## config.mk

```make
export PLATFORM = sky130hd
export DESIGN_NAME = fcp_link_top
export DESIGN_NICKNAME = d
export VERILOG_FILES = /design/src/verilog/fcp_link_pkg.sv /design/src/verilog/fcp_link_ctrl.sv /design/src/verilog/fcp_packer.sv /design/src/verilog/fcp_link_fifo.sv /design/src/verilog/fcp_unpacker.sv /design/src/verilog/fcp_rate_meter.sv /design/src/verilog/fcp_link_top.sv
export VERILOG_INCLUDE_DIRS = /design/src /design/src/verilog
export SDC_FILE = /design/constraint.sdc
export NUM_CORES = 2
export LEC_CHECK = 0
export ABC_AREA = 1
export BUFFER_PORTS_ARGS = -buffer_cell sky130_fd_sc_hd__buf_2
export CAP_MARGIN = 20
export CORE_MARGIN = 2
export CORE_UTILIZATION = 25
export DETAILED_ROUTE_END_ITERATION = 10
export HOLD_SLACK_MARGIN = 0.06
export MAX_ROUTING_LAYER = met4
export PLACE_DENSITY = 0.44
export SYNTH_ARGS = -nofsm -noshare
export SYNTH_HDL_FRONTEND = slang
export SYNTH_SLANG_ARGS = --single-unit
export TNS_END_PERCENT = 1
```

## constraint.sdc

```tcl
create_clock -name user_clk -period 26.5 [get_ports user_clk]
set_clock_uncertainty 0.1 [all_clocks]
set_input_delay 5.3 -clock user_clk [delete_from_list [all_inputs] [get_ports user_clk]]
set_output_delay 5.3 -clock user_clk [all_outputs]
set_load 0.01 [all_outputs]
```

## src/verilog/fcp_link_config.svh

```systemverilog
`ifndef FCP_LINK_CONFIG_SVH
`define FCP_LINK_CONFIG_SVH

// ==========================================================================
// Message field widths
// ==========================================================================
`define FCP_VC_W            16
`define FCP_STAT_W          32
`define FCP_WORD_W          128

// Link buffer and timing
`define FCP_FIFO_DEPTH      16
`define FCP_STARTUP_CYCLES  64
`define FCP_RATE_WINDOW     256

// Rate meter counters
`define FCP_TOTAL_W         64
`define FCP_RATE_W          32

`endif

```

## src/verilog/fcp_link_pkg.sv

```systemverilog
`default_nettype none

`include "fcp_link_config.svh"

package fcp_link_pkg;

    // Virtual-channel index
    typedef logic [`FCP_VC_W-1:0] vc_t;

    // One credit or length field (FCCL, qlen, FCCR)
    typedef logic [`FCP_STAT_W-1:0] stat_t;

    // Link word, from bit 0 up
    // VC, FCCL, qlen, FCCR, then zero padding to the top
    typedef logic [`FCP_WORD_W-1:0] fcp_word_t;

    // Link control states
    typedef enum logic {
        LINK_STARTUP = 1'b0,
        LINK_UP      = 1'b1
    } link_state_t;

endpackage

`default_nettype wire

```

## src/verilog/fcp_link_ctrl.sv

```systemverilog
`timescale 1ns/1ps
`default_nettype none

`include "fcp_link_config.svh"

module fcp_link_ctrl (
    input  logic user_clk,
    input  logic sys_rst_async,
    input  logic in_valid,
    input  logic fifo_has_room,
    output logic link_up,
    output logic in_ready,
    output logic accept
);

    // Counter must reach FCP_STARTUP_CYCLES itself
    localparam int CNT_W = $clog2(`FCP_STARTUP_CYCLES + 1);

    fcp_link_pkg::link_state_t state;
    logic [CNT_W-1:0]          startup_cnt;

    // ======================================================================
    // Startup timer and link state
    // ======================================================================
    always_ff @(posedge user_clk) begin
        if (sys_rst_async) begin
            state       <= fcp_link_pkg::LINK_STARTUP;
            startup_cnt <= '0;
        end else begin
            case (state)
                fcp_link_pkg::LINK_STARTUP: begin
                    // Link comes up N edges after reset release
                    if (startup_cnt == CNT_W'(`FCP_STARTUP_CYCLES)) begin
                        state <= fcp_link_pkg::LINK_UP;
                    end else begin
                        startup_cnt <= startup_cnt + 1'b1;
                    end
                end
                // Stays up until the next reset
                fcp_link_pkg::LINK_UP: state <= fcp_link_pkg::LINK_UP;
                default:               state <= fcp_link_pkg::LINK_STARTUP;
            endcase
        end
    end

    assign link_up  = (state == fcp_link_pkg::LINK_UP);
    // Room already accounts for a word pending in the packer
    assign in_ready = link_up && fifo_has_room;
    assign accept   = in_valid && in_ready;

endmodule

`default_nettype wire

```

## src/verilog/fcp_packer.sv

```systemverilog
`timescale 1ns/1ps
`default_nettype none

`include "fcp_link_config.svh"

module fcp_packer (
    input  logic                   user_clk,
    input  logic                   sys_rst_async,
    input  logic                   accept,
    input  fcp_link_pkg::vc_t      in_vc,
    input  fcp_link_pkg::stat_t    in_fccl,
    input  fcp_link_pkg::stat_t    in_qlen,
    input  fcp_link_pkg::stat_t    in_fccr,
    output logic                   wr_en,
    output fcp_link_pkg::fcp_word_t wr_word
);

    // Unused bits above FCCR
    localparam int PAD_W = `FCP_WORD_W - `FCP_VC_W - 3 * `FCP_STAT_W;

    // Write strobe, one cycle per accepted message
    always_ff @(posedge user_clk) begin
        if (sys_rst_async) begin
            wr_en <= 1'b0;
        end else begin
            wr_en <= accept;
        end
    end

    // Payload register, loaded only on accept
    always_ff @(posedge user_clk) begin
        if (accept) begin
            // Low end first: VC, FCCL, qlen, FCCR
            wr_word <= {{PAD_W{1'b0}}, in_fccr, in_qlen, in_fccl, in_vc};
        end
    end

endmodule

`default_nettype wire

```

## src/verilog/fcp_link_fifo.sv

```systemverilog
`timescale 1ns/1ps
`default_nettype none

`include "fcp_link_config.svh"

module fcp_link_fifo (
    input  logic                    user_clk,
    input  logic                    sys_rst_async,
    input  logic                    wr_en,
    input  fcp_link_pkg::fcp_word_t wr_word,
    input  logic                    rd_en,
    output fcp_link_pkg::fcp_word_t rd_word,
    output logic                    not_empty,
    output logic                    has_room
);

    localparam int DEPTH = `FCP_FIFO_DEPTH;
    localparam int PTR_W = $clog2(DEPTH);
    localparam int LVL_W = $clog2(DEPTH + 1);

    fcp_link_pkg::fcp_word_t mem [DEPTH];
    logic [PTR_W-1:0]        wr_ptr;
    logic [PTR_W-1:0]        rd_ptr;
    logic [LVL_W-1:0]        level;
    logic                    do_rd;

    // Reads of an empty buffer are ignored
    assign do_rd = rd_en && not_empty;

    // Word storage
    always_ff @(posedge user_clk) begin
        if (wr_en) begin
            mem[wr_ptr] <= wr_word;
        end
    end

    // ======================================================================
    // Pointers and fill level
    // ======================================================================
    always_ff @(posedge user_clk) begin
        if (sys_rst_async) begin
            wr_ptr <= '0;
            rd_ptr <= '0;
            level  <= '0;
        end else begin
            if (wr_en) begin
                wr_ptr <= (wr_ptr == PTR_W'(DEPTH - 1)) ? '0 : wr_ptr + 1'b1;
            end
            if (do_rd) begin
                rd_ptr <= (rd_ptr == PTR_W'(DEPTH - 1)) ? '0 : rd_ptr + 1'b1;
            end
            case ({wr_en, do_rd})
                2'b10:   level <= level + 1'b1;
                2'b01:   level <= level - 1'b1;
                default: level <= level;
            endcase
        end
    end

    // First word falls through
    assign rd_word   = mem[rd_ptr];
    assign not_empty = (level != '0);
    // Pending write from the packer counts as taken
    assign has_room  = (int'(level) + int'(wr_en)) < DEPTH;

endmodule

`default_nettype wire

```

## src/verilog/fcp_unpacker.sv

```systemverilog
`timescale 1ns/1ps
`default_nettype none

`include "fcp_link_config.svh"

module fcp_unpacker (
    input  logic                    user_clk,
    input  logic                    sys_rst_async,
    input  fcp_link_pkg::fcp_word_t rd_word,
    input  logic                    not_empty,
    output logic                    rd_en,
    input  logic                    out_ready,
    output logic                    out_valid,
    output fcp_link_pkg::vc_t       out_vc,
    output fcp_link_pkg::stat_t     out_fccl,
    output fcp_link_pkg::stat_t     out_qlen,
    output fcp_link_pkg::stat_t     out_fccr,
    output logic                    deliver
);

    // Field offsets inside a link word
    localparam int FCCL_LSB = `FCP_VC_W;
    localparam int QLEN_LSB = FCCL_LSB + `FCP_STAT_W;
    localparam int FCCR_LSB = QLEN_LSB + `FCP_STAT_W;

    fcp_link_pkg::fcp_word_t hold_word;

    // Pull when the register is empty or its word leaves this cycle
    assign rd_en   = not_empty && (!out_valid || out_ready);
    assign deliver = out_valid && out_ready;

    always_ff @(posedge user_clk) begin
        if (sys_rst_async) begin
            out_valid <= 1'b0;
        end else if (rd_en) begin
            out_valid <= 1'b1;
        end else if (out_ready) begin
            out_valid <= 1'b0;
        end
    end

    // Output payload, held while out_ready is low
    always_ff @(posedge user_clk) begin
        if (rd_en) begin
            hold_word <= rd_word;
        end
    end

    // Split into message fields
    assign out_vc   = hold_word[`FCP_VC_W-1:0];
    assign out_fccl = hold_word[FCCL_LSB +: `FCP_STAT_W];
    assign out_qlen = hold_word[QLEN_LSB +: `FCP_STAT_W];
    assign out_fccr = hold_word[FCCR_LSB +: `FCP_STAT_W];

endmodule

`default_nettype wire

```

## src/verilog/fcp_rate_meter.sv

```systemverilog
`timescale 1ns/1ps
`default_nettype none

`include "fcp_link_config.svh"

module fcp_rate_meter (
    input  logic                    user_clk,
    input  logic                    sys_rst_async,
    input  logic                    link_up,
    input  logic                    deliver,
    output logic [`FCP_TOTAL_W-1:0] total_count,
    output logic [`FCP_RATE_W-1:0]  rate_count,
    output logic                    rate_valid
);

    localparam int WIN_W = $clog2(`FCP_RATE_WINDOW);

    logic [WIN_W-1:0]       win_cnt;
    logic [`FCP_RATE_W-1:0] tally;

    // Running total of deliveries
    always_ff @(posedge user_clk) begin
        if (sys_rst_async) begin
            total_count <= '0;
        end else if (deliver) begin
            total_count <= total_count + 1'b1;
        end
    end

    // ======================================================================
    // Window counter and tally, running only while the link is up
    // ======================================================================
    always_ff @(posedge user_clk) begin
        if (sys_rst_async) begin
            win_cnt    <= '0;
            tally      <= '0;
            rate_count <= '0;
            rate_valid <= 1'b0;
        end else begin
            rate_valid <= 1'b0;
            if (link_up) begin
                if (win_cnt == WIN_W'(`FCP_RATE_WINDOW - 1)) begin
                    // Close the window, last edge's delivery included
                    win_cnt    <= '0;
                    rate_count <= tally + `FCP_RATE_W'(deliver);
                    rate_valid <= 1'b1;
                    tally      <= '0;
                end else begin
                    win_cnt <= win_cnt + 1'b1;
                    tally   <= tally + `FCP_RATE_W'(deliver);
                end
            end
        end
    end

endmodule

`default_nettype wire

```

## src/verilog/fcp_link_top.sv

```systemverilog
`timescale 1ns/1ps
`default_nettype none

`include "fcp_link_config.svh"

module fcp_link_top (
    input  logic                    user_clk,
    input  logic                    sys_rst_async,
    // Message in
    input  logic                    in_valid,
    input  fcp_link_pkg::vc_t       in_vc,
    input  fcp_link_pkg::stat_t     in_fccl,
    input  fcp_link_pkg::stat_t     in_qlen,
    input  fcp_link_pkg::stat_t     in_fccr,
    output logic                    in_ready,
    output logic                    link_up,
    // Message out
    input  logic                    out_ready,
    output logic                    out_valid,
    output fcp_link_pkg::vc_t       out_vc,
    output fcp_link_pkg::stat_t     out_fccl,
    output fcp_link_pkg::stat_t     out_qlen,
    output fcp_link_pkg::stat_t     out_fccr,
    // Delivery statistics
    output logic [`FCP_TOTAL_W-1:0] total_count,
    output logic [`FCP_RATE_W-1:0]  rate_count,
    output logic                    rate_valid
);

    // ======================================================================
    // Internal link wires
    // ======================================================================
    logic                    accept;
    logic                    fifo_has_room;
    logic                    wr_en;
    fcp_link_pkg::fcp_word_t wr_word;
    logic                    rd_en;
    fcp_link_pkg::fcp_word_t rd_word;
    logic                    not_empty;
    logic                    deliver;

    // Startup gating and acceptance
    fcp_link_ctrl u_ctrl (
        .user_clk      (user_clk),
        .sys_rst_async (sys_rst_async),
        .in_valid      (in_valid),
        .fifo_has_room (fifo_has_room),
        .link_up       (link_up),
        .in_ready      (in_ready),
        .accept        (accept)
    );

    fcp_packer u_packer (
        .user_clk      (user_clk),
        .sys_rst_async (sys_rst_async),
        .accept        (accept),
        .in_vc         (in_vc),
        .in_fccl       (in_fccl),
        .in_qlen       (in_qlen),
        .in_fccr       (in_fccr),
        .wr_en         (wr_en),
        .wr_word       (wr_word)
    );

    // Models the crossing buffer
    fcp_link_fifo u_fifo (
        .user_clk      (user_clk),
        .sys_rst_async (sys_rst_async),
        .wr_en         (wr_en),
        .wr_word       (wr_word),
        .rd_en         (rd_en),
        .rd_word       (rd_word),
        .not_empty     (not_empty),
        .has_room      (fifo_has_room)
    );

    fcp_unpacker u_unpacker (
        .user_clk      (user_clk),
        .sys_rst_async (sys_rst_async),
        .rd_word       (rd_word),
        .not_empty     (not_empty),
        .rd_en         (rd_en),
        .out_ready     (out_ready),
        .out_valid     (out_valid),
        .out_vc        (out_vc),
        .out_fccl      (out_fccl),
        .out_qlen      (out_qlen),
        .out_fccr      (out_fccr),
        .deliver       (deliver)
    );

    fcp_rate_meter u_rate_meter (
        .user_clk      (user_clk),
        .sys_rst_async (sys_rst_async),
        .link_up       (link_up),
        .deliver       (deliver),
        .total_count   (total_count),
        .rate_count    (rate_count),
        .rate_valid    (rate_valid)
    );

endmodule

`default_nettype wire

```

==> impl_results.md <==
- Crit path kind: register to output pin
- IO Count: roughly 330
- Leak: 31.63 nW
- Synth top cells by count: edfxtp_1 (2016), nor2_1 (1597), o21ai_0 (716)
- CTS tree: built
- Largest cells by area after synthesis: edfxtp_1 (72%), nor2_1 (7.1%), o21ai_0 (4.2%)
- Top delay family on crit path: simple AND/OR/NAND/NOR gates
- Hold slack: between 0.3 and 0.4 ns
- Post-route ant nets: 0
- Slowest cell on crit path: dfxtp_1
- Cell taking the most area after synthesis: edfxtp_1
- Switching portion of total power: 29.94%
- Gr ovfl total: 0
- Mapped Area: 84480 sq um
- CTS buffer count: 236
- Clock power share: around 36%
- H-tree levels: 4
- Placer's final routability congestion estimate: 0.8257
- R2R Path Start: u_fifo.rd_ptr[1]
- Final setup vio count: 0
- Hold-critical path endpoint: u_rate_meter.rate_count[1]
- DP Cell Count: 11140
- Crit-path max FO: 7
- First-pass GRT wire length: 359400 um
- Peak Freq: 0.1305 GHz
- Hold buffers post-CTS: 0
- Yosys warning total: 0
- Int Pwr: 6.311 mW
- I/O Buffers: 327
- Status: finished, final reports clean
- Layout Cells excl Fill: 11580
- Vias in the first global route: 51310
- Worst EP required: 21.10 ns
- Num rows: 213
- RR Endpoint: u_unpacker.hold_word[102]
- CTS resizes: 0
- CP Buf/Inv Count: 2
- CTS root buf: clkbuf_16
- Power per cell area: roughly 91 nW/um^2
- Largest net degree at the start of global routing: 264
- Synth Register Bits: around 2200
- Min-Delay Path Class: register to register
- DP Wirelength: roughly 130000 um
- Vias per cell: 4.550
- DR WL/cell: 21.54 um
- Tot GR Track Use: between 10% and 20%
- Synth-to-layout area growth: 16.86%
- Worst-margin pin slew: 1.210 ns
- Die height: ~590 um
- Max stage delay on crit path: 0.47 ns
- Top FF cell, synth: edfxtp_1
- Critical-path cell list: inv_1 > nor3_1 > nor2_1 > buf_2
- Mapped Avg Cell Area: 12.83 sq um
- Tmin final: 7.661 ns
- Clock tree buffer depth: 4
- Tcrit/Tclk final: approximately 29%
- Fraction of registers with async set/reset: 0%
- Syn Inst Count: 6584
- Reg2reg setup slack: roughly 22 ns
- Flop pwr share: 43.7%
- Count of different cell masters after synthesis: 39
- Max VDD drop: 0.00007950 V
- Tot Pwr: 9.009 mW
- Initial antenna violation count: 39
- Switch Pwr: 2.698 mW
- Fillers: 33960
- Number of flops mapped to enable cells by yosys: 2016
- Crit path DAT: 2.26 ns
- Hold path depth: 2
- # DRC: 0
- CTS sink cnt: 2176
- Clock Latency Late Sink: 0.90 ns
- Cell with the most instances after synthesis: edfxtp_1
- Post-Syn Nets: 6715
- Combinational group share of total power: 19.8%
- # Post-CTS Setup Buffers: 0
- Cell area after layout: ~99000 sq um
- Fin. max-slew vios: 0
- Hold Startpoint: u_rate_meter.rate_count[1]
- Post-synthesis sequential area ratio: 75.45%
- Final net count: 6991
- Max transition margin: 19.32%
- Ratio of cells with drive above 1 in the final layout: between 10% and 20%
- R2R depth: 8
- Final WL: roughly 250000 um
- Core Area: 336600 sq um
- Die area: between 300000 and 400000 sq um
- Final TNS setup: 0 ns
- Placed cell area: 91050 sq um
- RSZ-0062 raised after global routing: no
- Number of max-cap violations: 0
- Worst-path clk slew: roughly 0.06 ns
- Initial Util: around 25%
- Via count: 52670
- Final Hold Fails: 0
- Die Width: 585.3 um
- CP Capture Type: output pin
- Drt pass-1 iters: 5
- Setup crit start kind: register
- Initial drt markers: approximately 4000
- Synth top area share: 71.66%
-- how the worst max path moves through the flow --
stage / from / to / slack (ns) / cells after the start
after floorplan: in_valid / u_packer.wr_word[0] / 12.79 / 2
after global placement: in_valid / u_packer.wr_word[79] / 17.89 / 6
after detailed placement: in_valid / u_packer.wr_word[103] / 17.91 / 6
after CTS: u_packer.wr_en / in_ready / 18.81 / 4
after global routing: u_packer.wr_en / in_ready / 18.72 / 4
final: u_packer.wr_en / in_ready / 18.84 / 4
-- cell families (layout without fill, tap and decap cells) --
| family | after synthesis | after routing | synth area share [%] |
|---|---|---|---|
| other cells | 0 | 11 | 0 |
| xor+xnor | 36 | 36 | 0.3732 |
| compound gates | 1289 | 1289 | 9.371 |
| buf+inv | 508 | 974 | 2.623 |
| fa+ha+maj | 15 | 15 | 0.2222 |
| flops | 2176 | 2176 | 75.45 |
| simple gates | 2559 | 2559 | 11.95 |
| mux | 1 | 1 | 0.01185 |
-- sequential cells by signal, indices dropped and copies added (netlist names), 4 cells and up --
name                      cells
u_fifo.level                  5
u_ctrl.startup_cnt            7
u_rate_meter.rate_count      32
u_packer.wr_word            112
u_fifo.rd_ptr                 4
u_rate_meter.total_count     64
u_unpacker.hold_word        112
u_rate_meter.win_cnt          8
u_fifo.mem                 1792
u_rate_meter.tally           32
u_fifo.wr_ptr                 4
-- power by group through the flow --
stage                     clock network [mW]  registers, mW  logic (mW)
final                                   3.28           3.94        1.79
after global routing                    3.51           3.95        2.02
after CTS                               3.38           3.95        1.83
after detailed placement                   0           4.01        1.82
after global placement                     0           4.02        1.81
after floorplan                            0           4.02        1.20
-- area by class of cell --
class | instances | area, sq um | area share, %
sequential | 2176 | 63750 | 64.58
timing repair buffer | 423 | 2530 | 2.563
tap | 4515 | 5649 | 5.722
antenna | 11 | 27.53 | 0.02788
multi-input combinational | 3900 | 18650 | 18.90
clock inverter | 142 | 1488 | 1.507
clock buffer | 286 | 6125 | 6.204
inverter | 123 | 495.5 | 0.5019
-- layout by cell type, fill, tap and decap left out, types with 72 or more instances in the layout --
master / Yosys / final
edfxtp_1: 2016 / 2016
nor2_1: 1597 / 1581
o21ai_0: 716 / 716
nand2_1: 643 / 643
buf_2: 143 / 327
nand3_1: 253 / 253
clkbuf_16: 0 / 237
o211ai_1: 224 / 224
o32ai_1: 224 / 224
dfxtp_1: 160 / 157
inv_1: 117 / 115
buf_4: 4 / 84
a21oi_1: 72 / 72
-- metrics by stage --
stage	util [%]	setup WS [ns]
after floorplan	-	12.79
after global routing	29.32	18.72
final	29.33	18.84
after global placement	27.03	17.89
after detailed placement	27.05	17.91
after CTS	29.31	18.81
-- worst reg2reg max path, stage by stage (launching register included) --
cell	delay, ns
dfxtp_4	0.69
buf_4	0.81
buf_12	0.43
buf_4	1.25
nor2_1	0.20
o21ai_0	0.10
o21ai_0	0.12
o211ai_1	0.26
nand3_1	0.15
-- metal layers --
metal	vias up	global-route usage, %	part of all wire, %
met5	-	-	0
met4	0	2.790	1.7
met3	308	2.145	5.0
met2	1284	22.90	46
met1	26590	20.08	47
li1	24500	-	-
Power figures use the tool's default switching activity.
